===== config.mk =====
export PLATFORM = sky130hd
export DESIGN_NAME = reg_file_flat
export DESIGN_NICKNAME = d
export VERILOG_FILES = /design/src/source/riscv_ifs.sv /design/src/source/reg_file.sv /design/src/flat_wrapper.sv
export VERILOG_INCLUDE_DIRS = /design/src /design/src/source
export SDC_FILE = /design/constraint.sdc
export NUM_CORES = 2
export LEC_CHECK = 0
export BUFFER_PORTS_ARGS = -buffer_cell sky130_fd_sc_hd__buf_2
export CORE_MARGIN = 5
export CORE_UTILIZATION = 63
export DETAILED_ROUTE_END_ITERATION = 12
export PLACE_DENSITY = 0.8
export SLEW_MARGIN = 20
export SYNTH_ARGS = -nofsm -noshare
export SYNTH_HDL_FRONTEND = slang
export SYNTH_SLANG_ARGS = --single-unit

===== constraint.sdc =====
create_clock -name clk -period 7.53 [get_ports clk]
set_input_delay 1.8825 -clock clk [delete_from_list [all_inputs] [get_ports clk]]
set_output_delay 1.8825 -clock clk [all_outputs]
set_load 0.1 [all_outputs]

===== src/source/riscv_defines.svh =====
`ifndef RISCV_DEFINES_SVH
`define RISCV_DEFINES_SVH

// Data path and address width.
`define RV_XLEN 32

// Architectural register count, x0 included.
`define RV_NREGS 32

// Memory depths in 32-bit words.
`define RV_IMEM_WORDS 256
`define RV_DMEM_WORDS 256

`endif


===== src/source/riscv_ifs.sv =====
`timescale 1ns/1ns
`default_nettype none

`include "riscv_defines.svh"


interface reg_file_if;
    logic [$clog2(`RV_NREGS)-1:0] raddr1;
    logic [$clog2(`RV_NREGS)-1:0] raddr2;
    logic                         we;
    logic [$clog2(`RV_NREGS)-1:0] waddr;
    logic [`RV_XLEN-1:0]          wdata;
    logic [`RV_XLEN-1:0]          rdata1;
    logic [`RV_XLEN-1:0]          rdata2;

    modport master (output raddr1, raddr2, we, waddr, wdata, input rdata1, rdata2);
    modport self   (input raddr1, raddr2, we, waddr, wdata, output rdata1, rdata2);
endinterface


`default_nettype wire


===== src/source/reg_file.sv =====
`timescale 1ns/1ns
`default_nettype none

`include "riscv_defines.svh"

module reg_file (
    input wire         clk,
    input wire         arst_n,
    reg_file_if.self   reg_file_if
);

    logic [`RV_XLEN-1:0] regs [`RV_NREGS];

    always_ff @(posedge clk or negedge arst_n) begin
        if (!arst_n) begin
            regs <= '{default: '0};
        end else if (reg_file_if.we && reg_file_if.waddr != '0) begin
            regs[reg_file_if.waddr] <= reg_file_if.wdata;
        end
    end

    // x0 is hardwired, whatever the array holds.
    assign reg_file_if.rdata1 = (reg_file_if.raddr1 == '0) ? '0 : regs[reg_file_if.raddr1];
    assign reg_file_if.rdata2 = (reg_file_if.raddr2 == '0) ? '0 : regs[reg_file_if.raddr2];

endmodule

`default_nettype wire


===== src/flat_wrapper.sv =====
// flat-port wrapper written by rule: the top's interface ports become plain ports
module reg_file_flat 
  (clk, arst_n, reg_file_if_raddr1, reg_file_if_raddr2, reg_file_if_we, reg_file_if_waddr, reg_file_if_wdata, reg_file_if_rdata1, reg_file_if_rdata2);
  reg_file_if reg_file_if_i ();
  input wire clk;
  input wire arst_n;
  input wire logic [$bits(reg_file_if_i.raddr1)-1:0] reg_file_if_raddr1;
  input wire logic [$bits(reg_file_if_i.raddr2)-1:0] reg_file_if_raddr2;
  input wire logic [$bits(reg_file_if_i.we)-1:0] reg_file_if_we;
  input wire logic [$bits(reg_file_if_i.waddr)-1:0] reg_file_if_waddr;
  input wire logic [$bits(reg_file_if_i.wdata)-1:0] reg_file_if_wdata;
  output wire logic [$bits(reg_file_if_i.rdata1)-1:0] reg_file_if_rdata1;
  output wire logic [$bits(reg_file_if_i.rdata2)-1:0] reg_file_if_rdata2;
  assign reg_file_if_i.raddr1 = reg_file_if_raddr1;
  assign reg_file_if_i.raddr2 = reg_file_if_raddr2;
  assign reg_file_if_i.we = reg_file_if_we;
  assign reg_file_if_i.waddr = reg_file_if_waddr;
  assign reg_file_if_i.wdata = reg_file_if_wdata;
  assign reg_file_if_rdata1 = reg_file_if_i.rdata1;
  assign reg_file_if_rdata2 = reg_file_if_i.rdata2;
  reg_file u_core (.clk(clk), .arst_n(arst_n), .reg_file_if(reg_file_if_i));
endmodule

Yosys cells after proc, flatten, opt, wreduce, memory -nomap -nowiden
Index checks and enable logic that the tools add are counted.
{ "word_totals": {"reg_bits": 1024, "input_bits": 50, "output_inout_bits": 64, "wordCells": 55} }
{ "classes": {"order_cmp": 4, "muxes": 11, "n_bitwise": 3, "reduce_logical": 5} }
{ "ops": {"columns": ["operator", "count"], "rows": [
  ["bitwise mux 1024 bit", 1],
  ["binary-select mux 32 bit (select 5 bit)", 2],
  ["2-to-1 mux 32 bit", 7],
  ["demux 32 bit (select 5 bit)", 1],
  ["greater-or-equal comparator 6 bit (second input constant)", 3],
  ["NOT 5 -> 6 bit", 3],
  ["zero test 5 bit", 2],
  ["less-than comparator 6 x 1 -> 1 bit (second input constant)", 1],
  ["nonzero test 5 bit", 1],
  ["logical AND 1 bit", 2]
]} }

Logic depth before layout (Yosys ltp)
{ "depth": {"depth_word": 6, "depth_mapped": 7, "mapped_depth_nobuf": 4} }

Worst setup path before layout
Ideal clock, no wire load.
{ "synth_path": {"path_type": "in2out", "startpoint": "input reg_file_if_raddr1[0]", "endpoint": "output reg_file_if_rdata1[21]", "arrival_ns": 5.322, "required_ns": 5.648, "path_slack_ns": 0.326, "path_stages": 7, "n_path_buf": 3, "cell_sequence": "buf_4 > buf_8 > and2b_4 > buf_6 > a221oi_1 > o21ai_0 > a311oi_1"} }
{ "synth_via": {"elab_chain_len": 5, "elab_cells_between_ends": 6, "cone_classes": "4 x mux; 1 x bitwise; 1 x reduce/logical"} }
{ "synth_rtl": {"columns": ["item", "line", "text"], "rows": [
  ["from (decl)", "flat_wrapper.sv:7", "input wire logic [$bits(reg_file_if_i.raddr1)-1:0] reg_file_if_raddr1;"],
  ["NOT 5 -> 6 bit (not written as such)", "reg_file.sv:23", "assign reg_file_if.rdata1 = (reg_file_if.raddr1 == '0) ? '0 : regs[reg_file_if.raddr1];"],
  ["binary-select mux 32 bit (select 5 bit)", "reg_file.sv:23", null],
  ["2-to-1 mux 32 bit (not written as such) (2 in a row)", "reg_file.sv:23", null],
  ["2-to-1 mux 32 bit (*)", "reg_file.sv:23", null],
  ["to (decl)", "flat_wrapper.sv:12", "output wire logic [$bits(reg_file_if_i.rdata1)-1:0] reg_file_if_rdata1;"]
]} }
Every way passes the cells marked *; elsewhere a longest branch is shown, timed or not. The select of a mux whose other input is x is not followed.

Worst setup path in the final report
{ "layout_path": {"startpoint": "input reg_file_if_raddr2[3]", "endpoint": "output reg_file_if_rdata2[16]"} }
{ "layout_via": {"elab_chain_len": 5, "elab_cells_between_ends": 6, "cone_classes": "4 x mux; 1 x bitwise; 1 x reduce/logical"} }
{ "layout_rtl": {"columns": ["item", "line", "text"], "rows": [
  ["from (decl)", "flat_wrapper.sv:8", "input wire logic [$bits(reg_file_if_i.raddr2)-1:0] reg_file_if_raddr2;"],
  ["NOT 5 -> 6 bit (not written as such)", "reg_file.sv:24", "assign reg_file_if.rdata2 = (reg_file_if.raddr2 == '0) ? '0 : regs[reg_file_if.raddr2];"],
  ["binary-select mux 32 bit (select 5 bit)", "reg_file.sv:24", null],
  ["2-to-1 mux 32 bit (not written as such) (2 in a row)", "reg_file.sv:24", null],
  ["2-to-1 mux 32 bit (*)", "reg_file.sv:24", null],
  ["to (decl)", "flat_wrapper.sv:13", "output wire logic [$bits(reg_file_if_i.rdata2)-1:0] reg_file_if_rdata2;"]
]} }
Marks and branches as above.

==> impl_metrics.env <==
export IMPL_drv_slew=0
export IMPL_period_needed_ns=6.900
export IMPL_layout_drive_gt1_share_pct=53.18
export IMPL_stdcell_count=4776
export IMPL_finalCritPeriodShare_pct=91.63
export IMPL_p_leak_nw=25.73
export IMPL_synth_seq_cells=1024
export IMPL_ir_drop_uv=244.3
export IMPL_first_pass_iters=6
export IMPL_cts_setup_buffers=0
export IMPL_fillers=5602
export IMPL_reg2reg_to="u_core.regs[612]"
export IMPL_yosysWarnings=0
export IMPL_rows=108
export IMPL_area_delta_synth_final_pct=8.476
export IMPL_top_regs="u_core.regs (1024)"
export IMPL_r2r_start="u_core.regs[612]"
export IMPL_cp_max_fo=15
export IMPL_r2r_cells=1
export IMPL_synth_top_area_share_pct=46.58
export IMPL_post_drt_wl_per_cell_um=35.49
export IMPL_drt_iter0_drc=4765
export IMPL_portBuffers=113
export IMPL_nets=3578
export IMPL_synthesis_nets=3663
export IMPL_cp_start_kind="input port"
export IMPL_worstSetupEndpointType="output pin"
export IMPL_synth_ff_type="dfrtp_1"
export IMPL_status="finished clean"
export IMPL_synthDistinctLibCells=40
export IMPL_overflow=0
export IMPL_antenna_found_initial=8
export IMPL_critical_path_arrival_ns=5.02
export IMPL_cts_root_buffer="clkbuf_16"
export IMPL_start_util_pct=63.42
export IMPL_clock_path_buffers=3
export IMPL_synth_edff_count=0
export IMPL_seq_area_frac_synth_pct=46.58
export IMPL_cts_buffers=104
export IMPL_syn_area_sq_um=55020
export IMPL_cts_repair_resized=0
export IMPL_yosysMostFrequentCell="dfrtp_1"
export IMPL_grt_pass1_wl_um=253500
export IMPL_tightest_slew_ns=1.252
export IMPL_async_flop_share_pct=100.0
export IMPL_r2r_slack_ns=6.68
export IMPL_synthCells=3613
export IMPL_die_width_um=305.5
export IMPL_largest_reg_flops=1024
export IMPL_coreArea_sq_um=86750
export IMPL_cts_sinks=1024
export IMPL_die_area_sq_um=93340
export IMPL_slew_limit_headroom_pct=16.30
export IMPL_synthTopCellsByCount="dfrtp_1, mux2_2, mux4_2"
export IMPL_clkTransAtPathRegs_ns=0.06
export IMPL_hold_depth=0
export IMPL_fp_dieH_um=305.5
export IMPL_dp_hpwl_um=99300
export IMPL_tns_ns=0
export IMPL_finalHoldViolCount=0
export IMPL_hold_path_end="u_core.regs[999]"
export IMPL_ant_nets=0
export IMPL_fin_hold_ws_ns=0.3962
export IMPL_cts_max_level=3
export IMPL_placed_cells=4575
export IMPL_hold_buffers=0
export IMPL_cts_tree="done"
export IMPL_crit_start="reg_file_if_raddr2[3]"
export IMPL_path_class="input port to output pin"
export IMPL_syn_area_per_cell_sq_um=15.23
export IMPL_gp_congestion=0.8652
export IMPL_synth_area_leaders="dfrtp_1, mux2_2, mux4_2"
export IMPL_clock_latency_ns=0.67
export IMPL_setup_violations_final=0
export IMPL_route_detailed_drc=0
export IMPL_p_per_area_nw_per_um2=275.4
export IMPL_max_freq_mhz=144.9
export IMPL_fin_worst_skew_ns=0
export IMPL_maxCapViolCount=0
export IMPL_top_register="u_core.regs"
export IMPL_rsz0062_at_grt="false"
export IMPL_hold_path_startpoint="u_core.regs[999]"
export IMPL_post_drt_via_cell_ratio=7.606
export IMPL_grtUsageTotal_pct=36.16
export IMPL_grt_pass1_vias=38341
export IMPL_synth_top_area_cell="dfrtp_1"
export IMPL_routed_wl_um=169500
export IMPL_min_path_type="flip-flop to flip-flop"
export IMPL_grt_max_degree=196
export IMPL_total_power_mw=16.43
export IMPL_vias=36327
export IMPL_ios=114
export IMPL_crit_required_ns=5.65
[final cells by class]
class / instances / area (sq um) / area share (%)
Tap cell: 1155 / 1445 / 2.421
Clock buffer: 150 / 3069 / 5.143
Sequential cell: 1024 / 25620 / 42.94
Multi-Input combinational cell: 2164 / 26990 / 45.23
Timing Repair Buffer: 232 / 2067 / 3.463
Antenna cell: 7 / 17.52 / 0.02935
Clock inverter: 42 / 455.4 / 0.7631
Inverter: 2 / 10.01 / 0.01677
[metrics by stage]
stage          utilization [%]  instance area [sq um]  setup slack, ns
6_report                 68.79                  59680           0.6300
4_1_cts                  68.71                  59610           0.7770
5_1_grt                  68.79                  59670           0.6806
3_5_place_dp             64.65                  56080           0.8707
3_3_place_gp             64.65                  56080           0.8831
2_1_floorplan                -                  55020           0.3258
[report_power, final]
group	internal [mW]	switching [mW]
clock network	3.13	2.23
registers	6.55	0.827
logic	1.96	1.73
total	11.6	4.79
[layout by cell type (no fill, tap or decap), types with 44 or more instances in the layout]
| master | n |
|---|---|
| nor2b_1 | 64 |
| a221oi_1 | 44 |
| dfrtp_1 | 1024 |
| clkbuf_16 | 107 |
| buf_4 | 103 |
| buf_2 | 84 |
| mux2_2 | 1018 |
| o21ai_1 | 89 |
| a311oi_1 | 64 |
| a211oi_1 | 64 |
| mux4_2 | 448 |
| mux2i_1 | 128 |
| a22oi_1 | 64 |
[worst max-delay path by stage]
stage / endpoint / slack, ns / cells after the start
2_1_floorplan: reg_file_if_rdata1[21] / 0.33 / 7
3_3_place_gp: reg_file_if_rdata1[9] / 0.88 / 7
3_5_place_dp: reg_file_if_rdata1[9] / 0.87 / 7
4_1_cts: reg_file_if_rdata1[9] / 0.78 / 7
5_1_grt: reg_file_if_rdata1[9] / 0.68 / 7
6_report: reg_file_if_rdata2[16] / 0.63 / 5
[worst max-delay path: stages]
cell	delay, ns
buf_2	0.33
nor2b_4	1.04
a22oi_1	0.21
a311oi_1	0.95
buf_2	0.58
[routing by layer]
metal | GRT usage (%) | part of all wire [%] | vias to the layer above
li1 | - | - | 13863
met1 | 46.81 | 35 | 19137
met2 | 56.13 | 47 | 2606
met3 | 8.211 | 10 | 719
met4 | 22.91 | 7.7 | 2
met5 | 0 | 0.0077 | -
[logic make-up (layout without fill, tap and decap cells)]
group | after synthesis | after routing | share of synthesized area [%]
muxes | 1632 | 1632 | 42.28
DFF | 1024 | 1024 | 46.58
buffers and inverters | 425 | 426 | 4.678
AOI/OAI and AO/OA | 366 | 366 | 4.808
and+or+nand+nor | 166 | 166 | 1.656
other | 0 | 7 | 0
No activity file was read; power rests on OpenSTA's default activity.
