===== config.mk =====
export PLATFORM = sky130hd
export DESIGN_NAME = idecoder_flat
export DESIGN_NICKNAME = d
export VERILOG_FILES = /design/src/source/riscv_pkg.sv /design/src/source/riscv_ifs.sv /design/src/source/idecoder.sv /design/src/flat_wrapper.sv
export VERILOG_INCLUDE_DIRS = /design/src /design/src/source
export SDC_FILE = /design/constraint.sdc
export NUM_CORES = 1
export LEC_CHECK = 0
export ABC_AREA = 1
export BUFFER_PORTS_ARGS = -buffer_cell sky130_fd_sc_hd__buf_2
export CAP_MARGIN = 0
export CELL_PAD_IN_SITES_DETAIL_PLACEMENT = 1
export CELL_PAD_IN_SITES_GLOBAL_PLACEMENT = 2
export CORE_MARGIN = 2
export CORE_UTILIZATION = 15
export DETAILED_ROUTE_END_ITERATION = 8
export PLACE_DENSITY_LB_ADDON = 0.1
export SETUP_SLACK_MARGIN = 0.3
export SLEW_MARGIN = 20
export SYNTH_ARGS = -nofsm -noshare
export SYNTH_HDL_FRONTEND = slang
export SYNTH_SLANG_ARGS = --single-unit

===== constraint.sdc =====
create_clock -name vclk -period 0.9
set_clock_uncertainty 0.05 [all_clocks]
set_input_delay 0.045 -clock vclk [all_inputs]
set_output_delay 0.045 -clock vclk [all_outputs]
set_load 0.005 [all_outputs]

===== src/source/riscv_defines.svh =====
`ifndef RISCV_DEFINES_SVH
`define RISCV_DEFINES_SVH

// Data path and address width.
`define RV_XLEN 32

// Architectural register count, x0 included.
`define RV_NREGS 32

// Memory depths in 32-bit words.
`define RV_IMEM_WORDS 256
`define RV_DMEM_WORDS 256

`endif


===== src/source/riscv_pkg.sv =====
`default_nettype none

package riscv_pkg;

    // ########################################################################
    // Major opcodes of the supported RV32I subset
    // ########################################################################
    localparam logic [6:0] OPC_OP     = 7'b0110011;
    localparam logic [6:0] OPC_OP_IMM = 7'b0010011;
    localparam logic [6:0] OPC_LOAD   = 7'b0000011;
    localparam logic [6:0] OPC_STORE  = 7'b0100011;
    localparam logic [6:0] OPC_BRANCH = 7'b1100011;
    localparam logic [6:0] OPC_JAL    = 7'b1101111;
    localparam logic [6:0] OPC_LUI    = 7'b0110111;

    typedef enum logic [2:0] {
        ALU_ADD,
        ALU_SUB,
        ALU_AND,
        ALU_OR,
        ALU_XOR,
        ALU_SLT,
        ALU_PASS_B
    } alu_op_e;

    typedef enum logic [2:0] {
        CLS_OP,
        CLS_OP_IMM,
        CLS_LOAD,
        CLS_STORE,
        CLS_BRANCH,
        CLS_JAL,
        CLS_LUI,
        CLS_ILLEGAL
    } instr_class_e;

    // One bit per state.
    typedef enum logic [5:0] {
        S_FETCH     = 6'b000001,
        S_DECODE    = 6'b000010,
        S_EXECUTE   = 6'b000100,
        S_MEMORY    = 6'b001000,
        S_WRITEBACK = 6'b010000,
        S_HALT      = 6'b100000
    } ctrl_state_e;

endpackage

`default_nettype wire


===== src/source/riscv_ifs.sv =====
`timescale 1ns/1ns
`default_nettype none

`include "riscv_defines.svh"


interface idecoder_if;
    logic [31:0]                   instr;
    riscv_pkg::instr_class_e       cls;
    riscv_pkg::alu_op_e            alu_op;
    logic [$clog2(`RV_NREGS)-1:0]  rs1;
    logic [$clog2(`RV_NREGS)-1:0]  rs2;
    logic [$clog2(`RV_NREGS)-1:0]  rd;
    logic [`RV_XLEN-1:0]           imm;
    logic                          use_imm;
    logic                          branch_ne;

    modport master (output instr, input cls, alu_op, rs1, rs2, rd, imm, use_imm, branch_ne);
    modport self   (input instr, output cls, alu_op, rs1, rs2, rd, imm, use_imm, branch_ne);
endinterface


`default_nettype wire


===== src/source/idecoder.sv =====
`timescale 1ns/1ns
`default_nettype none

module idecoder (
    idecoder_if.self idecoder_if
);

    logic [31:0] ins;
    logic [6:0]  opcode;
    logic [2:0]  funct3;
    logic [6:0]  funct7;

    assign ins    = idecoder_if.instr;
    assign opcode = ins[6:0];
    assign funct3 = ins[14:12];
    assign funct7 = ins[31:25];

    assign idecoder_if.rs1       = ins[19:15];
    assign idecoder_if.rs2       = ins[24:20];
    assign idecoder_if.rd        = ins[11:7];
    assign idecoder_if.branch_ne = funct3[0];   // BNE is funct3 001.

    always_comb begin
        idecoder_if.cls     = riscv_pkg::CLS_ILLEGAL;
        idecoder_if.alu_op  = riscv_pkg::ALU_ADD;
        idecoder_if.use_imm = 1'b1;
        idecoder_if.imm     = {{20{ins[31]}}, ins[31:20]};   // I-type unless noted.
        unique case (opcode)
            riscv_pkg::OPC_OP, riscv_pkg::OPC_OP_IMM: begin
                idecoder_if.use_imm = (opcode == riscv_pkg::OPC_OP_IMM);
                idecoder_if.cls     = (opcode == riscv_pkg::OPC_OP) ? riscv_pkg::CLS_OP
                                                                    : riscv_pkg::CLS_OP_IMM;
                case (funct3)
                    3'b000: idecoder_if.alu_op = riscv_pkg::ALU_ADD;
                    3'b010: idecoder_if.alu_op = riscv_pkg::ALU_SLT;
                    3'b100: idecoder_if.alu_op = riscv_pkg::ALU_XOR;
                    3'b110: idecoder_if.alu_op = riscv_pkg::ALU_OR;
                    3'b111: idecoder_if.alu_op = riscv_pkg::ALU_AND;
                    default: idecoder_if.cls   = riscv_pkg::CLS_ILLEGAL;
                endcase
                // Register forms allow funct7 of zero, or SUB on ADD's funct3.
                if (opcode == riscv_pkg::OPC_OP) begin
                    if (funct7 == 7'b0100000 && funct3 == 3'b000) begin
                        idecoder_if.alu_op = riscv_pkg::ALU_SUB;
                    end else if (funct7 != 7'b0000000) begin
                        idecoder_if.cls = riscv_pkg::CLS_ILLEGAL;
                    end
                end
            end
            riscv_pkg::OPC_LOAD: begin
                if (funct3 == 3'b010) idecoder_if.cls = riscv_pkg::CLS_LOAD;   // LW only.
            end
            riscv_pkg::OPC_STORE: begin
                idecoder_if.imm = {{20{ins[31]}}, ins[31:25], ins[11:7]};
                if (funct3 == 3'b010) idecoder_if.cls = riscv_pkg::CLS_STORE;
            end
            riscv_pkg::OPC_BRANCH: begin
                idecoder_if.use_imm = 1'b0;
                idecoder_if.alu_op  = riscv_pkg::ALU_SUB;
                idecoder_if.imm = {{19{ins[31]}}, ins[31], ins[7], ins[30:25], ins[11:8], 1'b0};
                if (funct3[2:1] == 2'b00) idecoder_if.cls = riscv_pkg::CLS_BRANCH;
            end
            riscv_pkg::OPC_JAL: begin
                idecoder_if.cls = riscv_pkg::CLS_JAL;
                idecoder_if.imm = {{11{ins[31]}}, ins[31], ins[19:12], ins[20], ins[30:21], 1'b0};
            end
            riscv_pkg::OPC_LUI: begin
                idecoder_if.cls    = riscv_pkg::CLS_LUI;
                idecoder_if.alu_op = riscv_pkg::ALU_PASS_B;
                idecoder_if.imm    = {ins[31:12], 12'b0};
            end
            default: ;
        endcase
    end

endmodule

`default_nettype wire


===== src/flat_wrapper.sv =====
// flat-port wrapper written by rule: the top's interface ports become plain ports
module idecoder_flat 
  (idecoder_if_instr, idecoder_if_cls, idecoder_if_alu_op, idecoder_if_rs1, idecoder_if_rs2, idecoder_if_rd, idecoder_if_imm, idecoder_if_use_imm, idecoder_if_branch_ne);
  idecoder_if idecoder_if_i ();
  input wire logic [$bits(idecoder_if_i.instr)-1:0] idecoder_if_instr;
  output wire logic [$bits(idecoder_if_i.cls)-1:0] idecoder_if_cls;
  output wire logic [$bits(idecoder_if_i.alu_op)-1:0] idecoder_if_alu_op;
  output wire logic [$bits(idecoder_if_i.rs1)-1:0] idecoder_if_rs1;
  output wire logic [$bits(idecoder_if_i.rs2)-1:0] idecoder_if_rs2;
  output wire logic [$bits(idecoder_if_i.rd)-1:0] idecoder_if_rd;
  output wire logic [$bits(idecoder_if_i.imm)-1:0] idecoder_if_imm;
  output wire logic [$bits(idecoder_if_i.use_imm)-1:0] idecoder_if_use_imm;
  output wire logic [$bits(idecoder_if_i.branch_ne)-1:0] idecoder_if_branch_ne;
  assign idecoder_if_i.instr = idecoder_if_instr;
  assign idecoder_if_cls = idecoder_if_i.cls;
  assign idecoder_if_alu_op = idecoder_if_i.alu_op;
  assign idecoder_if_rs1 = idecoder_if_i.rs1;
  assign idecoder_if_rs2 = idecoder_if_i.rs2;
  assign idecoder_if_rd = idecoder_if_i.rd;
  assign idecoder_if_imm = idecoder_if_i.imm;
  assign idecoder_if_use_imm = idecoder_if_i.use_imm;
  assign idecoder_if_branch_ne = idecoder_if_i.branch_ne;
  idecoder u_core (.idecoder_if(idecoder_if_i));
endmodule

-- Yosys cells after proc, flatten, opt, wreduce, memory -nomap -nowiden
Cells that the tools add are included.
- bits in registers: 0
- bits in latches: 0
- memory bits (writable): 0
- bits in read-only memories: 0
- input bits: 32
- output and inout port bits: 55
- word-level logic and storage cells: 33
- memories: 0
- add/sub/neg operators: 0
- multiply operators: 0
- div/mod/pow operators: 0
- $lt $le $gt $ge: 0
- equality and inequality tests: 12
- shifts and indexed selects: 0
- muxes and demuxes: 15
- bitwise operators: 0
- reductions and logical operators: 6
- operators by type and width (kind ; number):
    one-hot mux 31 bit (4 select lines) ; 1
    equality test 7 x 6 -> 1 bit, second input constant ; 4
    2-to-1 mux 3 bit ; 8
    one-hot mux 3 bit (6 select lines) ; 1
    equality test 7 bit, second input constant ; 2
    one-hot mux 3 bit (4 select lines) ; 1
    equality test 3 bit, second input constant ; 3
    one-hot mux 3 bit (3 select lines) ; 1
    equality test 7 x 2 -> 1 bit, second input constant ; 1
    equality test 7 x 5 -> 1 bit, second input constant ; 1
    nonzero test 7 bit ; 1
    OR reduction 5 bit ; 1
    equality test 3 x 2 -> 1 bit, second input constant ; 1
    logical NOT 3 bit ; 1
    logical NOT 2 bit ; 1
    2-to-1 mux 2 bit ; 1
    one-hot mux 1 bit (2 select lines) ; 1
    OR reduction 2 bit ; 1
    logical AND 1 bit ; 1
    2-to-1 mux 1 bit ; 1

-- Longest topological paths before layout
- depth after elaboration: 7
- mapped depth: 8
- depth with buffers taken out: 8

-- Worst setup path after synthesis
OpenSTA, ideal clock, no wires.
- kind: input-to-output
- start: in idecoder_if_instr[1]
- end: out idecoder_if_imm[11]
- data arrival time: 0.722 ns
- required time: 0.805 ns
- setup slack: 0.083 ns
- stages on the path: 6
- path buffers: 1
- cells stage by stage: nand2_2 > nor2_2 > nand2_4 > buf_6 > nand4_1 > o211ai_1
- word-level cells in the longest chain between the ends: 2
- elaborated cells on any way between the ends: 5
- those cells by class: eq/ne (4); mux (1)
- ends and longest elaborated chain (element ; line ; RTL):
    from (decl) ; flat_wrapper.sv:5 ; input wire logic [$bits(idecoder_if_i.instr)-1:0] idecoder_if_instr;
    equality test 7 x 6 -> 1 bit / equality test 7 bit (equally long branches) ; idecoder.sv:28 ; unique case (opcode)
    one-hot mux 31 bit (4 select lines) * ; idecoder.sv:28 ;
    to (decl) ; flat_wrapper.sv:11 ; output wire logic [$bits(idecoder_if_i.imm)-1:0] idecoder_if_imm;
Mark *: on every way between the ends. The rest lies on a longest branch, timed or not.

-- Worst setup path after layout
- start: in idecoder_if_instr[4]
- end: out idecoder_if_cls[0]
- word-level cells in the longest chain between the ends: 7
- elaborated cells on any way between the ends: 14
- those cells by class: eq/ne (7); mux (6); reduce/logical (1)
- ends and longest elaborated chain (element ; line ; RTL):
    equality test 7 x 6 -> 1 bit ; idecoder.sv:28, idecoder.sv:31, idecoder.sv:42 ;
    2-to-1 mux 1 bit ; idecoder.sv:31 ; idecoder_if.cls = (opcode == riscv_pkg::OPC_OP) ? riscv_pkg::CLS_OP
    2-to-1 mux 3 bit ; idecoder.sv:33 ; case (funct3)
    2-to-1 mux 3 bit ; idecoder.sv:45 ; end else if (funct7 != 7'b0000000) begin
    2-to-1 mux 3 bit ; idecoder.sv:43 ; if (funct7 == 7'b0100000 && funct3 == 3'b000) begin
    2-to-1 mux 3 bit ; idecoder.sv:42 ; if (opcode == riscv_pkg::OPC_OP) begin
    one-hot mux 3 bit (6 select lines) * ; idecoder.sv:28 ;
    to (decl) ; flat_wrapper.sv:6 ; output wire logic [$bits(idecoder_if_i.cls)-1:0] idecoder_if_cls;
Marks and branches as above.

==> results.md <==
Run status
* status: finished, violations left
* violations in the final reports: negative setup slack

GRT
* number of antenna violations at the first check in global routing: 0
* via count of the first global-routing pass: 1385
* global-route total usage across every layer: 12.2%
* Congestion Overflow GR: 0
* first-pass GRT wire length: 6450 um
* maximum number of pins on one net before global-route repair: 12

Finish
* Final Cell Area: 1930 sq um
* area growth from synthesis to layout: 123%
* sequential cell count: 0
* most frequent standard cell in the layout excluding fill and tap cells: buf_2
* layout cell share with drive strength beyond 1: 70.1%
* Cell Count, Final, Fillers Out: 346
* Finished Core Util: 34.8%
* Fill cells: 733
* number of clock buffer instances in the layout: 0
* NumNets Final: 308
* combined flip-flop and latch cell area: 0 sq um
* antenna cells: 0
* highest-count cells in the layout ignoring fill and taps: 78 x buf_2, 41 x nand2_1, 24 x buf_4

STA
* RSZ-0062 raised after global routing: yes
* crit path setup slack, layout: -0.192 ns
* total negative slack: -4.79 ns
* time the final worst path needs with I/O delays and setup: 1.09 ns
* Post-Route Hold Slack: 0.225 ns
* number of max-slew violations in the final report: 0
* max-slew headroom at the worst pin: 85.1%
* period utilization: 121%
* # setup viols final: 38
* hold violation total from the final report: 0
* Worst Tran Pin Value: 0.222 ns
* highest achievable clock rate: 916 MHz

Clocking
* hold bufs inserted after CTS: 0

Placement
* post-detail-place hpwl: 3380 um
* total instance count after detailed placement: 336
* placed standard-cell area: 1570 sq um
* placer's final routability congestion estimate: 0.750
* setup slack at placement: -0.287 ns
* number of input and output port buffers inserted: 87

Synthesis
* portion of the post-synthesis area used by sequential elements: 0%
* cell area after synthesis: 865 sq um
* number of different library cells in the post-synthesis netlist: 21
* Syn Nets: 204
* number of warnings issued by yosys: 0
* mean instance size in the synthesized netlist: 5.03 sq um
* Gate Count Post-Synth: 172

Route
* Final Routed Wirelength: 4070 um
* WL/cell: 11.8 um
* Vias/cell: 3.91
* Initial DRT Pass Iterations: 3
* total number of vias: 1352
* DRC errors left: 0
* residual antenna-violating net count after detailed routing: 0
* number of design-rule violations left by the first detailed-router iteration: 28

Floorplanning
* area of the die: 6390 sq um
* initial cell density of the core: 15.6%
* I/O pin count: 87
* die outline height: 79.9 um
* Rows: 27
* horizontal die dimension: 79.9 um
* Core Area: 5540 sq um

Worst setup path
* Critical Path AT: 1.00 ns
* category of the worst setup path capture point: output pin
* Worst setup startpoint: idecoder_if_instr[4]
* CP Class: input pin to output pin
* required time of the critical path: 0.81 ns
* largest fanout of any net on the critical path: 8
* kind of start point of the critical path: input pin
* CP cell instances: buf_8 > inv_6 > nand2_8 > nor2_8 > nand2_8 > nand3_4 > nor2_2 > nor2_2 > nand2_1 > buf_2
* master of the slowest instance on the critical path: nor2_8
* critical path's largest stage delay: 0.15 ns

Worst hold path
* type of the most critical hold path: input pin to output pin
* Hold Path Origin: idecoder_if_instr[15]

Pwr
* Pwr Density: 347 nW/um^2
* IR Drop Worst-Case VDD: 0.000145 V
* leakage power summed over all cells: 1.06 nW
* Overall Power: 0.669 mW

Job
* max capacitance violation total: 0

critical path: cells and delay by family:
kind / cells / cell delay [ns]
and+or+nand+nor: 7 / 0.65
buffers and inverters: 3 / 0.29
path summary, 6_finish.rpt:
| kind | endpoint | slack (ns) | cells after the start |
|---|---|---|---|
| worst min-delay path | idecoder_if_rs1[0] | 0.23 | 2 |
| worst max-delay path | idecoder_if_cls[0] | -0.19 | 10 |
synth_stat cells, drive strengths merged:
library cell  number  area share (%)
a21oi              1            0.58
buf               19              17
inv               21             9.1
nand2             70              34
nand3             15              11
nand3b             1            0.87
nand4              4             2.9
nor2              28              16
nor3               2             1.2
o211ai             1            0.87
o21ai             10             5.8
logic make-up after synthesis:
group	Yosys count	synth area share (%)
AO/OA/AOI/OAI	12	7.23
AND/OR/NAND/NOR	120	66.7
buffers and inverters	40	26.0
power by group:
part	switching [mW]	leakage [nW]	internal (mW)
registers	0	0	0
logic	0.334	1.06	0.335
clock network	0	0	0
total	0.334	1.06	0.335
layout make-up:
| cell class | instances | area (sq um) | area share (%) |
|---|---|---|---|
| inverter | 21 | 121 | 6.30 |
| timing repair buffer | 119 | 805 | 41.8 |
| multi-input combinational | 133 | 895 | 46.4 |
| timing repair inverter | 1 | 16.3 | 0.844 |
| tap | 72 | 90.1 | 4.68 |
routing by layer:
| layer | up-vias | wire, um | global-route usage, % |
|---|---|---|---|
| met5 | - | 0 | 0 |
| met4 | 0 | 0 | 0 |
| met3 | 0 | 164 | 0.452 |
| li1 | 724 | - | - |
| met1 | 601 | 1680 | 15.1 |
| met2 | 27 | 2220 | 24.4 |
timing repair:
action	in CTS	in global routing
cloned	1	1
pin swaps	12	15
hold endpoints to repair	0	0
gates resized for setup	38	38
endpoints found under the setup margin	38	38
buffers inserted	6	2
Power figures use the tool's default switching activity.
