===== src/source/riscv_defines.svh =====
`ifndef RISCV_DEFINES_SVH
`define RISCV_DEFINES_SVH

// Data path and address width.
`define RV_XLEN 32

// Architectural register count, x0 included.
`define RV_NREGS 32

// Memory depths in 32-bit words.
`define RV_IMEM_WORDS 256
`define RV_DMEM_WORDS 256

`endif


===== src/source/riscv_pkg.sv =====
`default_nettype none

package riscv_pkg;

    // ########################################################################
    // Major opcodes of the supported RV32I subset
    // ########################################################################
    localparam logic [6:0] OPC_OP     = 7'b0110011;
    localparam logic [6:0] OPC_OP_IMM = 7'b0010011;
    localparam logic [6:0] OPC_LOAD   = 7'b0000011;
    localparam logic [6:0] OPC_STORE  = 7'b0100011;
    localparam logic [6:0] OPC_BRANCH = 7'b1100011;
    localparam logic [6:0] OPC_JAL    = 7'b1101111;
    localparam logic [6:0] OPC_LUI    = 7'b0110111;

    typedef enum logic [2:0] {
        ALU_ADD,
        ALU_SUB,
        ALU_AND,
        ALU_OR,
        ALU_XOR,
        ALU_SLT,
        ALU_PASS_B
    } alu_op_e;

    typedef enum logic [2:0] {
        CLS_OP,
        CLS_OP_IMM,
        CLS_LOAD,
        CLS_STORE,
        CLS_BRANCH,
        CLS_JAL,
        CLS_LUI,
        CLS_ILLEGAL
    } instr_class_e;

    // One bit per state.
    typedef enum logic [5:0] {
        S_FETCH     = 6'b000001,
        S_DECODE    = 6'b000010,
        S_EXECUTE   = 6'b000100,
        S_MEMORY    = 6'b001000,
        S_WRITEBACK = 6'b010000,
        S_HALT      = 6'b100000
    } ctrl_state_e;

endpackage

`default_nettype wire


===== src/source/riscv_ifs.sv =====
`timescale 1ns/1ns
`default_nettype none

`include "riscv_defines.svh"

interface alu_if;
    riscv_pkg::alu_op_e  op;
    logic [`RV_XLEN-1:0] a;
    logic [`RV_XLEN-1:0] b;
    logic [`RV_XLEN-1:0] result;
    logic                zero;   // Registered a == b.

    modport master (output op, a, b, input result, zero);
    modport self   (input op, a, b, output result, zero);
endinterface


`default_nettype wire


===== src/source/alu.sv =====
`timescale 1ns/1ns
`default_nettype none

`include "riscv_defines.svh"

module alu (
    input wire         clk,
    input wire         arst_n,
    alu_if.self        alu_if
);

    logic [`RV_XLEN-1:0] res;
    logic                lt;

    assign lt = $signed(alu_if.a) < $signed(alu_if.b);

    always_comb begin
        unique case (alu_if.op)
            riscv_pkg::ALU_ADD: res = alu_if.a + alu_if.b;
            riscv_pkg::ALU_SUB: res = alu_if.a - alu_if.b;
            riscv_pkg::ALU_AND: res = alu_if.a & alu_if.b;
            riscv_pkg::ALU_OR:  res = alu_if.a | alu_if.b;
            riscv_pkg::ALU_XOR: res = alu_if.a ^ alu_if.b;
            riscv_pkg::ALU_SLT: res = {{(`RV_XLEN-1){1'b0}}, lt};
            default:            res = alu_if.b;   // PASS_B for LUI.
        endcase
    end

    // Result and branch flag appear one cycle after the operands.
    always_ff @(posedge clk or negedge arst_n) begin
        if (!arst_n) begin
            alu_if.result <= '0;
            alu_if.zero   <= 1'b0;
        end else begin
            alu_if.result <= res;
            alu_if.zero   <= (alu_if.a == alu_if.b);
        end
    end

endmodule

`default_nettype wire


===== src/flat_wrapper.sv =====
// flat-port wrapper written by rule: the top's interface ports become plain ports
module alu_flat 
  (clk, arst_n, alu_if_op, alu_if_a, alu_if_b, alu_if_result, alu_if_zero);
  alu_if alu_if_i ();
  input wire clk;
  input wire arst_n;
  input wire logic [$bits(alu_if_i.op)-1:0] alu_if_op;
  input wire logic [$bits(alu_if_i.a)-1:0] alu_if_a;
  input wire logic [$bits(alu_if_i.b)-1:0] alu_if_b;
  output wire logic [$bits(alu_if_i.result)-1:0] alu_if_result;
  output wire logic [$bits(alu_if_i.zero)-1:0] alu_if_zero;
  assign alu_if_i.op = alu_if_op;
  assign alu_if_i.a = alu_if_a;
  assign alu_if_i.b = alu_if_b;
  assign alu_if_result = alu_if_i.result;
  assign alu_if_zero = alu_if_i.zero;
  alu u_core (.clk(clk), .arst_n(arst_n), .alu_if(alu_if_i));
endmodule

===== config.mk =====
export PLATFORM = sky130hd
export DESIGN_NAME = alu_flat
export DESIGN_NICKNAME = d
export VERILOG_FILES = /design/src/source/riscv_pkg.sv /design/src/source/riscv_ifs.sv /design/src/source/alu.sv /design/src/flat_wrapper.sv
export VERILOG_INCLUDE_DIRS = /design/src /design/src/source
export SDC_FILE = /design/constraint.sdc
export NUM_CORES = 1
export LEC_CHECK = 0
export ABC_AREA = 1
export ABC_CLOCK_PERIOD_IN_PS = 800
export CAP_MARGIN = 5
export CORE_MARGIN = 8
export CORE_UTILIZATION = 30
export DETAILED_ROUTE_END_ITERATION = 10
export DONT_BUFFER_PORTS = 1
export GPL_TIMING_DRIVEN = 0
export SYNTH_ARGS = -nofsm -noshare
export SYNTH_HDL_FRONTEND = slang
export SYNTH_SLANG_ARGS = --single-unit

===== constraint.sdc =====
create_clock -name clk -period 0.8 [get_ports clk]
set_clock_uncertainty 0.1 [all_clocks]
set_input_delay 0.16 -clock clk [delete_from_list [all_inputs] [get_ports clk]]
set_output_delay 0.16 -clock clk [all_outputs]
set_load 0.01 [all_outputs]

# [Word level (Yosys, flattened, before mapping)]
# Index checks and enable logic that the tools add are counted.
# W data, S select, Z words.
[classes] muxes=1 bitwise_logic=3 n_addsub=2 order_cmp=1 reduce_logical=1 eq_ne=6
[op_table] cell="$pmux W32 S6" count=1
[op_table] cell="$add A32 B32 Y32" count=1
[op_table] cell="$and A32 B32 Y32" count=1
[op_table] cell="$eq A32 B32 Y1" count=1
[op_table] cell="$lt A32 B32 Y1" count=1
[op_table] cell="$or A32 B32 Y32" count=1
[op_table] cell="$sub A32 B32 Y32" count=1
[op_table] cell="$xor A32 B32 Y32" count=1
[op_table] cell="$eq A3 B2 Y1 const B" count=2
[op_table] cell="$eq A3 B3 Y1 const B" count=2
[op_table] cell="$eq A3 B1 Y1 const B" count=1
[op_table] cell="$logic_not A3 Y1" count=1
[totals] ff_bits=33 elab_cells=16

# [Logic depth before layout (Yosys ltp)]
# Gate-level depths: netlist of run 1.
[depth] ltp_word=2 depth_mapped=16 depth_no_buf=15

# [Worst setup path before layout of run 1]
# No wires, ideal clock.
[synth_path] path_type="input port to flip-flop" startpoint="in alu_if_b[0]" endpoint="reg u_core.alu_if.result[30]" setup_slack_ns=-0.979 path_buffers=0 path_stages=12 arrival_time_ns=1.548 setup_ns=0.131 required_ns=0.569 path_cell_list="ha_1 fa_1 nand3_1 nand3_1 nand2_1 nand2_1 nand2_1 nand2_1 nand2_1 nand3_1 nand3_1 nand4_1"
[synth_between] elab_chain_cells=2 elab_cells_between_ends=3
[synth_rtl] element="start, declared" line="flat_wrapper.sv:9" rtl="input wire logic [$bits(alu_if_i.b)-1:0] alu_if_b;"
[synth_rtl] element="$sub A32 B32 Y32 / $add A32 B32 Y32 (equally long branches)" line="alu.sv:20, alu.sv:19"
[synth_rtl] element="$pmux W32 S6 *" line="alu.sv:18" rtl="unique case (alu_if.op)"
[synth_rtl] element="via u_core.res[30]" line="alu.sv:12" rtl="logic [`RV_XLEN-1:0] res;"
[synth_rtl] element="end signal, assigned" line="alu.sv:35" rtl="alu_if.result <= res;"
[synth_rtl] element="end, declared" line="riscv_ifs.sv:14" rtl="modport self (input op, a, b, output result, zero);"
# Mark *: on every way through the listed nets, which the timed path passes. The rest lies on a longest branch.

# [Worst setup path in the final report of run 1]
[layout_path] startpoint="in alu_if_b[13]" endpoint="reg u_core.alu_if.result[27]"
# Same word-level chain as after synthesis.

==> run_results.csv, run 1 <==
group,metric,value,unit
logic_synthesis,synth.distinct_cells,39,
die,die_y,175,um
drt,via_per_inst,5.05,
die,dieArea,0.0306,sq mm
hold_path,holdCritPathClass,"input pin to async pin",
run_status,violations,"hold timing, setup timing",
placed_design,place.gp.congestion,0.974,
timing,max_freq,640,MHz
final_layout,drive_above_1_share,37.2,%
clock_network,clk_pin_slew,0.07,ns
logic_synthesis,ys_seq_area_share,10.9,%
critical_path,crit_path_end_kind,"flip-flop",
global_routing,grt_antenna_before_repair,0,
clock_network,htree_levels,2,
die,placementRows,58,
timing,tightest_slew,0.466,ns
timing,maxSlewHeadroom,68.9,%
run,cap_violations,0,
final_layout,diodes,0,
global_routing,grt_pass1_wl,50.6,mm
critical_path,critPathRequiredTime,0.86,ns
timing,timing.final.max_slew_violations,0,
final_layout,nFillCells,2736,
clock_network,clk_path_buf_depth,2,
global_routing,track_usage,21.4,%
logic_synthesis,syn_area,0.00756,sq mm
global_routing,grt_overflow,0,
logic_synthesis,yosys.area.top_type_share,22.9,%
timing,timing.final.crit_share,195,%
critical_path,cp-start-kind,"input pin",
run_status,run_status,"finished, violations left",
final_layout,fin_nets,1622,
pwr,share_seq_of_total_power,18.5,%
drt,drcViolationCount,0,
die,io_pins,102,
logic_synthesis,syn_nets,1548,
clock_network,cts_sinks,33,
drt,antenna_left,0,
timing,fin_ws,-0.763,ns
pwr,p_switching,5.57,mW
pwr,cellLeakagePower,5.56,nW
logic_synthesis,synth.largest_area_cell,"nand2_1",
die,initial_core_util,30.3,%
drt,first_iter_violations,639,
timing,rsz0062_at_grt,"true",
pwr,peakVddDrop,0.000725,V
timing,holdWs,-0.556,ns
drt,vias,8989,
pwr,pwr-share-clk,20.3,%
pwr,p_int,5.82,mW
drt,drt-total-wl,33.9,mm
placed_design,dp_hpwl,26.5,mm
global_routing,grt_max_degree,34,
drt,first_pass_iters,5,
timing,period_minus_slack,1.56,ns
clock_network,cts_buffers,5,
timing,setup_viol,66,
critical_path,crit_fanout,8,
pwr,sw_frac_of_total,48.9,%
critical_path,timing_worst_setup_path_type,"input pin to flip-flop",
placed_design,numPortBuffers,0,
final_layout,layout_common_cells,"nand2_1 (333), inv_1 (210), nand2_2 (93), inv_2 (76), ha_1 (72)",
global_routing,grt_pass1_vias,8644,
die,core,0.0250,sq mm
clock_network,cts_hold_buf,17,
final_layout,syn_to_final_growth,43.8,%
clock_network,clockRootBuffer,"clkbuf_16",
placed_design,dp.cells,1706,
pwr,power_density,1050,mW/mm^2
final_layout,final_common_cell,"nand2_1",
final_layout,fin_cells,1781,
logic_synthesis,syn_area_per_cell,5.50,sq um
pwr,combPwrFrac,61.1,%
die,fp.dieW,175,um
critical_path,crit_arrival,1.62,ns
clock_network,cts_tree,"done",
placed_design,pre_cts_ws,-1.43,ns
logic_synthesis,netlist_instances,1376,
logic_synthesis,synth.area.top_cells,"nand2_1 (23%), ha_1 (17%), inv_1 (15%)",
drt,wl_per_cell,19.0,um
logic_synthesis,ys_ff_latch,33,
timing,hold_violations,45,
logic_synthesis,synth_warnings,0,
-- state kept, by name (all words and copies together) (netlist names) --
name / flops
u_core.alu_if.result: 32
u_core.alu_if.zero: 1
-- synthesized netlist by cell type --
| cell | count |
|---|---|
| a21oi_1 | 74 |
| a21oi_2 | 1 |
| a21oi_4 | 1 |
| a221oi_1 | 6 |
| a22oi_1 | 4 |
| a31oi_1 | 2 |
| and2_1 | 1 |
| and3_1 | 1 |
| buf_2 | 17 |
| buf_4 | 15 |
| buf_6 | 5 |
| clkbuf_1 | 5 |
| dfrtp_1 | 33 |
| fa_1 | 2 |
| ha_1 | 101 |
| inv_1 | 295 |
| inv_2 | 13 |
| nand2_1 | 461 |
| nand2_2 | 7 |
| nand2_4 | 1 |
| nand3_1 | 98 |
| nand3_2 | 3 |
| nand3b_1 | 1 |
| nand4_1 | 34 |
| nor2_1 | 103 |
| nor2_2 | 7 |
| nor2_4 | 3 |
| nor3_1 | 13 |
| nor3_2 | 2 |
| nor3b_2 | 1 |
| o2111ai_1 | 1 |
| o211ai_1 | 6 |
| o21ai_0 | 24 |
| o21ai_1 | 2 |
| o21bai_1 | 6 |
| o21bai_2 | 1 |
| o221ai_1 | 4 |
| o22ai_1 | 21 |
| xor2_1 | 1 |
-- worst max-delay path, stage by stage --
cell	delay, ns
inv_2	0.03
ha_4	0.33
buf_4	0.14
nand2_4	0.05
inv_2	0.07
nand2_2	0.07
inv_2	0.11
nand2_2	0.07
nor3_2	0.19
nand2_2	0.11
nand2_1	0.07
nand2_1	0.04
nand3_1	0.06
nand4_1	0.12
-- through the flow --
stage	instance area (sq um)	hold WS, ns	setup TNS (ns)	utilization [%]	total power, mW
final	10900	-0.556	-27.20	43.6	11.4
after global routing	10900	-0.565	-29.86	43.6	12.1
after CTS	10300	-0.564	-26.26	41.3	10.9
after detailed placement	8950	-0.234	-39.12	35.8	7.50
after global placement	8950	-0.234	-39.54	35.8	7.49
after floorplan	8530	-0.236	-22.84	-	6.13
-- what timing repair did --
action / CTS / global route
setup endpoints to repair: 66 / 66
pin swaps: 96 / 66
endpoints found under the hold margin: 62 / 45
resized for setup: 263 / 98
buffers inserted: 37 / 30
-- power by group through the flow --
stage               Sequential [mW]  Combinational (mW)  Clock, mW
finish                         2.11                6.96       2.31
global route                   2.14                7.51       2.41
CTS                            2.12                6.35       2.40
detailed placement             2.15                5.35          0
global placement               2.16                5.34          0
floorplan                      2.11                4.03          0
-- cell families (layout without fill, tap and decap cells) --
| kind of cell | count (synthesis) | after routing | share of synthesized area, % |
|---|---|---|---|
| AO/OA/AOI/OAI | 153 | 153 | 11.9 |
| AND/OR/NAND/NOR | 736 | 736 | 41.0 |
| XOR/XNOR | 1 | 1 | 0.116 |
| flip-flops | 33 | 33 | 10.9 |
| buffers and inverters | 350 | 425 | 18.9 |
| adder cells (fa/ha/maj) | 103 | 103 | 17.2 |
-- layer usage --
metal	global-route usage, %	vias to the layer above	routed length, um
li1	-	4412	-
met3	4.75	46	2640
met4	5.44	0	746
met5	0	-	0
met2	34.0	291	15100
met1	28.7	4240	15400
-- area by class of cell --
| type | instances | area, sq um | share of cell area, % |
|---|---|---|---|
| multi-input combinational | 993 | 7220 | 66.4 |
| inverter | 308 | 1260 | 11.6 |
| sequential | 33 | 826 | 7.59 |
| timing repair buffer | 82 | 692 | 6.36 |
| tap | 330 | 413 | 3.80 |
| buffer | 27 | 303 | 2.78 |
| clock buffer | 7 | 153 | 1.40 |
| clock inverter | 1 | 5.00 | 0.0460 |
-- path summary, 6_finish.rpt --
path	endpoint	from	slack, ns	cells past startpoint
max in group asynchronous	u_core.alu_if.result[26]	arst_n	1.06	0
worst min-delay path	u_core.alu_if.result[9]	arst_n	-0.56	0
worst max-delay path	u_core.alu_if.result[27]	alu_if_b[13]	-0.76	14
min in group clk	u_core.alu_if.result[12]	alu_if_b[12]	-0.08	2
(Power assumes the default switching activity.)
==> run 2: changes to the inputs <==
--- a/config.mk
+++ b/config.mk
@@ -7,5 +7,4 @@
 export NUM_CORES = 1
 export LEC_CHECK = 0
-export ABC_AREA = 1
 export ABC_CLOCK_PERIOD_IN_PS = 800
 export CAP_MARGIN = 5
@@ -15,4 +14,5 @@
 export DONT_BUFFER_PORTS = 1
 export GPL_TIMING_DRIVEN = 0
+export PLACE_DENSITY = 0.46
 export SYNTH_ARGS = -nofsm -noshare
 export SYNTH_HDL_FRONTEND = slang
==> constraint.sdc (replaced) <==
create_clock -name clk -period 0.8 [get_ports clk]
set_clock_uncertainty 0.1 [all_clocks]
set_input_delay 0.16 -clock clk [delete_from_list [all_inputs] [get_ports clk]]
set_output_delay 0.16 -clock clk [all_outputs]
set_load 0.05 [all_outputs]
==> run 2 against run 1 <==
Net effect:
- the flow still finishes with violations (hold timing, setup timing)
- final cell count down 27%
- via count decreased by 16%
- sequential power increased by 34%
- non-clock buffer count is 28 higher
- area after synthesis fell by 13%
- routed wire length fell by 7.4%
- count of clock-buffer cells in the layout up 1
==> run_results.csv, run 2 <==
group,metric,value,unit
final_layout,nFillCells,2262,
critical_path,critPathRequiredTime,0.93,ns
hold_path,holdCritPathClass,"input pin to async pin",
critical_path,crit_path_end_kind,"flip-flop",
run_status,run_status,"finished, violations left",
pwr,power_density,1210,mW/mm^2
timing,holdWs,-0.552,ns
critical_path,critPathSlowestCell,"a2111o_1",
critical_path,cp-start-kind,"input pin",
drt,top_layer,"met4",
timing,period_minus_slack,2.52,ns
clock_network,clockRootBuffer,"clkbuf_16",
timing,max_freq,397,MHz
critical_path,worstPathCellList,"ha_4, fa_2, a211oi_2, nor2_2, o211ai_1, buf_4, o21ai_4, a2111o_1, a31oi_2, mux2i_1, o2111ai_2, a21oi_1",
pwr,cellLeakagePower,3.85,nW
critical_path,crit_arrival,2.64,ns
final_layout,fin_cells,1306,
drt,wirelength_met1,13.0,mm
logic_synthesis,synth_edf_count,0,
logic_synthesis,synth.area.top_cells,"ha_1 (19%), dfrtp_1 (13%), a21oi_1 (8.3%)",
logic_synthesis,async_reset_ff_share,100,%
critical_path,timing_worst_setup_path_type,"input pin to flip-flop",
drt,vias,7588,
final_layout,multiInputGateArea,0.00639,sq mm
logic_synthesis,synth.distinct_cells,78,
logic_synthesis,netlist_instances,939,
drt,met3_length,2.58,mm
clock_network,htree_levels,2,
critical_path,worst_path_largest_cell_delay,0.42,ns
die,dieArea,0.0268,sq mm
pwr,combPwrFrac,57.2,%
final_layout,register_area,866,sq um
timing,timing.final.max_slew_violations,0,
final_layout,diodes,0,
placed_design,numPortBuffers,0,
global_routing,grt_antenna_before_repair,0,
run,cap_violations,0,
logic_synthesis,yosysMostFrequentCell,"a21oi_1",
drt,antenna_left,0,
die,die_y,164,um
timing,tightest_slew,0.938,ns
final_layout,top_regs,"u_core.alu_if.result: 32 flops, u_core.alu_if.zero: 1 flops",
global_routing,track_usage,22.7,%
placed_design,dp_hpwl,23.0,mm
global_routing,grt_max_degree,34,
pwr,p_int,5.83,mW
die,initial_core_util,30.3,%
final_layout,drive_above_1_share,34.9,%
global_routing,grt_overflow,0,
clock_network,cts_buffers,5,
final_layout,largest_reg_flops,32,
clock_network,clk_pin_slew,0.07,ns
drt,first_pass_iters,5,
pwr,pwr-share-clk,18.0,%
clock_network,cts_sinks,33,
clock_network,clk_path_buf_depth,2,
pwr,p_switching,5.58,mW
die,io_pins,102,
drt,wl_per_cell,24.0,um
timing,hold_violations,44,
timing,rsz0062_at_grt,"true",
timing,timing.final.crit_share,315,%
drt,via_per_inst,5.81,
timing,fin_ws,-1.72,ns
clock_network,cts_tree,"done",
die,core,0.0216,sq mm
final_layout,layout_common_cells,"nor2_1 (81), ha_1 (81), a21oi_1 (80), inv_1 (77), nand2_1 (70)",
drt,drt-total-wl,31.4,mm
logic_synthesis,synth_warnings,0,
die,placementRows,54,
pwr,peakVddDrop,0.000682,V
logic_synthesis,ys_ff_latch,33,
global_routing,grt_pass1_wl,46.3,mm
placed_design,pre_cts_ws,-2.37,ns
timing,setup_tns,-53.63,ns
drt,dr_wl_met2,14.7,mm
run_status,violations,"hold timing, setup timing",
critical_path,crit_fanout,5,
final_layout,fin_nets,1197,
logic_synthesis,ys_seq_area_share,12.6,%
logic_synthesis,yosys.area.top_type_share,19.3,%
logic_synthesis,yosys-top-cells-count,"a21oi_1 (109), inv_1 (106), ha_1 (101)",
logic_synthesis,syn_nets,1111,
drt,first_iter_violations,488,
logic_synthesis,synth.largest_area_cell,"ha_1",
final_layout,syn_to_final_growth,43.9,%
logic_synthesis,syn_area,0.00655,sq mm
pwr,share_seq_of_total_power,24.8,%
drt,drcViolationCount,0,
global_routing,grt_pass1_vias,7669,
logic_synthesis,syn_area_per_cell,6.97,sq um
die,fp.dieW,164,um
logic_synthesis,synthFlopType,"dfrtp_1",
timing,maxSlewHeadroom,36.9,%
placed_design,dp.cells,1219,
final_layout,largest_register,"u_core.alu_if.result",
timing,setup_viol,66,
clock_network,cts_hold_buf,11,
placed_design,place.gp.congestion,0.942,
pwr,sw_frac_of_total,48.9,%
==> run 2: layout make-up <==
class / count / area share, %
sequential: 33 / 9.19
inverter: 107 / 5.87
buffer: 50 / 3.56
clock buffer: 8 / 1.45
multi-input combinational: 741 / 67.8
tap: 280 / 3.72
timing repair buffer: 87 / 8.42
==> run 2: through the flow <==
step           util [%]  cell area [sq um]  power, mW
3_5_place_dp       35.1               7590       7.73
6_report           43.6               9420       11.4
4_1_cts            39.4               8510       10.5
5_1_grt            43.6               9420       12.0
2_1_floorplan         -               7240       6.45
3_3_place_gp       35.1               7590       7.75
==> run 2: worst max-delay path, delay by kind of cell <==
family / cells / cell delay (ns)
adder cells (fa/ha/maj): 2 / 0.52
buffers and inverters: 1 / 0.20
AO/OA/AOI/OAI: 7 / 1.44
AND/OR/NAND/NOR: 1 / 0.08
multiplexers: 1 / 0.24
==> run 2: what timing repair did <==
item / 4_1_cts / 5_1_grt
hold endpoints to repair: 54 / 41
setup endpoints to repair: 66 / 66
pin swaps: 51 / 96
gates cloned: 0 / 1
resized for setup: 120 / 132
buffers inserted: 35 / 44
==> run 2: worst paths after layout <==
kind / from / endpoint / slack, ns / cells after the start
max in group asynchronous: arst_n / u_core.alu_if.result[28] / 1.05 / 0
min in group clk: alu_if_b[16] / u_core.alu_if.result[16] / -0.08 / 1
max: alu_if_b[0] / u_core.alu_if.result[26] / -1.72 / 12
min: arst_n / u_core.alu_if.result[8] / -0.55 / 0
==> run 2: cells by family (layout without fill, tap and decap cells) <==
group / after synthesis / count (layout) / synth area share, %
mux: 9 / 9 / 1.57
xor+xnor: 17 / 17 / 2.27
simple gates: 252 / 252 / 17.5
buf+inv: 165 / 252 / 9.92
compound gates: 360 / 360 / 36.2
flops: 33 / 33 / 12.6
fa+ha+maj: 103 / 103 / 19.9
==> run 2: power groups by stage <==
stage / sequential (mW) / combinational, mW / clock, mW
after floorplan: 2.83 / 3.62 / 0
after global placement: 2.88 / 4.87 / 0
after detailed placement: 2.88 / 4.85 / 0
after CTS: 2.85 / 5.51 / 2.15
after global routing: 2.86 / 6.98 / 2.20
final: 2.83 / 6.53 / 2.05
==> run 2: metal layers <==
metal  up-vias  GRT usage [%]
met2       328           37.2
met5         -              0
li1       3537              -
met4         0           9.38
met1      3660           28.1
met3        63           5.19
==> run 3: changes to the inputs <==
ABC_CLOCK_PERIOD_IN_PS = 2800   (was 800)
PLACE_DENSITY = 0.45   (was 0.46)
clock period = 2.8 ns   (was 0.8 ns; I/O delays follow)
==> run 3 against run 2 <==
Net effect:
- the run still ends with hold timing, setup timing left
- flip-flop and latch count unchanged
- worst hold slack improved by 0.55 ns
- sequential power down 72%
- final area shrank 16%
- setup slack improved by 1.5 ns
- critical path type unchanged
- largest cell class unchanged
- largest power group unchanged
==> run_results.csv, run 3 (same netlist as run 2, synthesis figures left out) <==
group,metric,value,unit
critical_path,crit_buf_inv,1,
critical_path,worstPathCellList,"ha_4, fa_2, a211oi_2, nor2_2, o211ai_1, buf_4, o21ai_2, a2111o_1, a31oi_4, mux2i_1, o2111ai_2, a21oi_2",
drt,drcViolationCount,0,
clock_network,cts_buffers,5,
drt,via_per_inst,5.92,
clock_network,cts_sinks,33,
clock_network,clockRootBuffer,"clkbuf_16",
global_routing,grt_overflow,0,
die,initial_core_util,30.3,%
timing,rsz0062_at_grt,"true",
timing,fin_ws,-0.209,ns
pwr,p_int,1.45,mW
pwr,cellLeakagePower,3.41,nW
placed_design,pre_cts_ws,-1.05,ns
placed_design,numPortBuffers,0,
critical_path,critPathSlowestCell,"a2111o_1",
die,die_y,164,um
pwr,power_density,367,mW/mm^2
timing,maxSlewHeadroom,25.9,%
global_routing,grt_pass1_wl,44.8,mm
timing,tightest_slew,1.11,ns
hold_path,holdCritPathClass,"input pin to async pin",
critical_path,crit_fanout,5,
pwr,pwr-share-clk,20.8,%
final_layout,fin_nets,1143,
final_layout,largest_register,"u_core.alu_if.result",
placed_design,place.gp.congestion,0.928,
drt,wl_per_cell,23.9,um
timing,max_freq,332,MHz
die,io_pins,102,
die,core,0.0216,sq mm
clock_network,htree_levels,2,
drt,first_pass_iters,8,
clock_network,clk_pin_slew,0.06,ns
pwr,peakVddDrop,0.000215,V
final_layout,diodes,0,
die,placementRows,54,
timing,period_minus_slack,3.01,ns
final_layout,layout_common_cells,"inv_1 (99), a21oi_1 (94), nor2_1 (92), ha_1 (89), nand2_1 (75)",
global_routing,grt_pass1_vias,7237,
global_routing,track_usage,22.0,%
critical_path,worst_path_largest_cell_delay,0.43,ns
critical_path,crit_arrival,3.13,ns
final_layout,top_regs,"u_core.alu_if.result: 32 flops, u_core.alu_if.zero: 1 flops",
final_layout,final_common_cell,"inv_1",
critical_path,cp-start-kind,"input pin",
die,dieArea,0.0268,sq mm
final_layout,nFillCells,2313,
pwr,combPwrFrac,52.0,%
timing,setup_viol,9,
global_routing,grt_max_degree,34,
critical_path,timing_worst_setup_path_type,"input pin to flip-flop",
timing,hold_violations,7,
final_layout,largest_reg_flops,32,
pwr,sw_frac_of_total,50.2,%
timing,holdWs,-0.00638,ns
run_status,run_status,"finished, violations left",
drt,first_iter_violations,641,
critical_path,cp_top_family,"compound AO/OA/AOI/OAI gates",
drt,antenna_left,0,
clock_network,clk_path_buf_depth,2,
placed_design,dp_hpwl,22.5,mm
final_layout,drive_above_1_share,16.9,%
run_status,violations,"hold timing, setup timing",
critical_path,crit_path_end_kind,"flip-flop",
drt,vias,7408,
timing,timing.final.max_slew_violations,0,
critical_path,critPathRequiredTime,2.92,ns
global_routing,grt_antenna_before_repair,0,
die,fp.dieW,164,um
drt,drt-total-wl,29.9,mm
final_layout,syn_to_final_growth,21.6,%
timing,timing.final.crit_share,107,%
run,cap_violations,0,
pwr,p_switching,1.47,mW
pwr,share_seq_of_total_power,27.2,%
clock_network,cts_tree,"done",
run 3: cell types whose count changed in the layout (fill, tap and decap cells not counted), moves of 11 or more:
cell | before | now
nor2_1 | 81 | 92
inv_1 | 77 | 99
clkbuf_1 | 19 | 30
o21ai_0 | 42 | 57
a21oi_1 | 80 | 94
buf_4 | 57 | 22
dlygate4sd3_1 | 11 | 0
dfrtp_1 | 1 | 33
dfrtp_2 | 32 | 0
run 3: per-layer routing:
| layer | part of all wire [%] | routed length (um) | GRT usage, % | vias up |
|---|---|---|---|---|
| met3 | 9.2 | 2770 | 5.71 | 76 |
| met2 | 45 | 13500 | 34.7 | 355 |
| met1 | 42 | 12500 | 28.1 | 3553 |
| li1 | - | - | - | 3424 |
| met4 | 4.0 | 1200 | 8.80 | 0 |
| met5 | 0 | 0 | 0 | - |
run 3: through the flow:
step	power [mW]	TNS (ns)	instances	instance area (sq um)	utilization, %
after global routing	3.10	-1.77	1251	7960	36.8
final	2.92	-0.673	1251	7960	36.8
after CTS	2.80	-0.320	1241	7510	34.7
after detailed placement	2.06	-21.76	1219	7010	32.4
after floorplan	1.71	-0.393	939	6660	-
after global placement	2.07	-22.07	1219	7010	32.4
run 3: worst paths after layout:
path	from	end	cells past startpoint
max in group asynchronous	arst_n	u_core.alu_if.result[26]	1
min	arst_n	u_core.alu_if.result[17]	1
max	alu_if_b[0]	u_core.alu_if.result[26]	12
min in group clk	alu_if_b[4]	u_core.alu_if.result[4]	1
run 3: layout make-up:
type                    count  area, sq um  share of cell area, %
plain buffers              56          302                   3.79
clock buffers               7          143                   1.79
inverters                 107          410                   5.16
multi-input cells         741         5690                   71.5
flip-flops and latches     33          826                   10.4
well taps                 280          350                   4.40
repair buffers             27          239                   3.00
run 3: what timing repair did:
action,CTS,global route
resized for setup,54,86
endpoints found under the hold margin,33,0
setup endpoints to repair,29,29
hold buffers,1,0
buffers inserted,14,13
pin swaps,24,40
gates cloned,1,0
run 3: power by group through the flow:
stage	Clock, mW	Sequential [mW]	Combinational, mW
floorplan	0	0.795	0.910
global placement	0	0.809	1.26
detailed placement	0	0.809	1.25
CTS	0.628	0.800	1.37
global route	0.649	0.803	1.64
finish	0.607	0.795	1.52
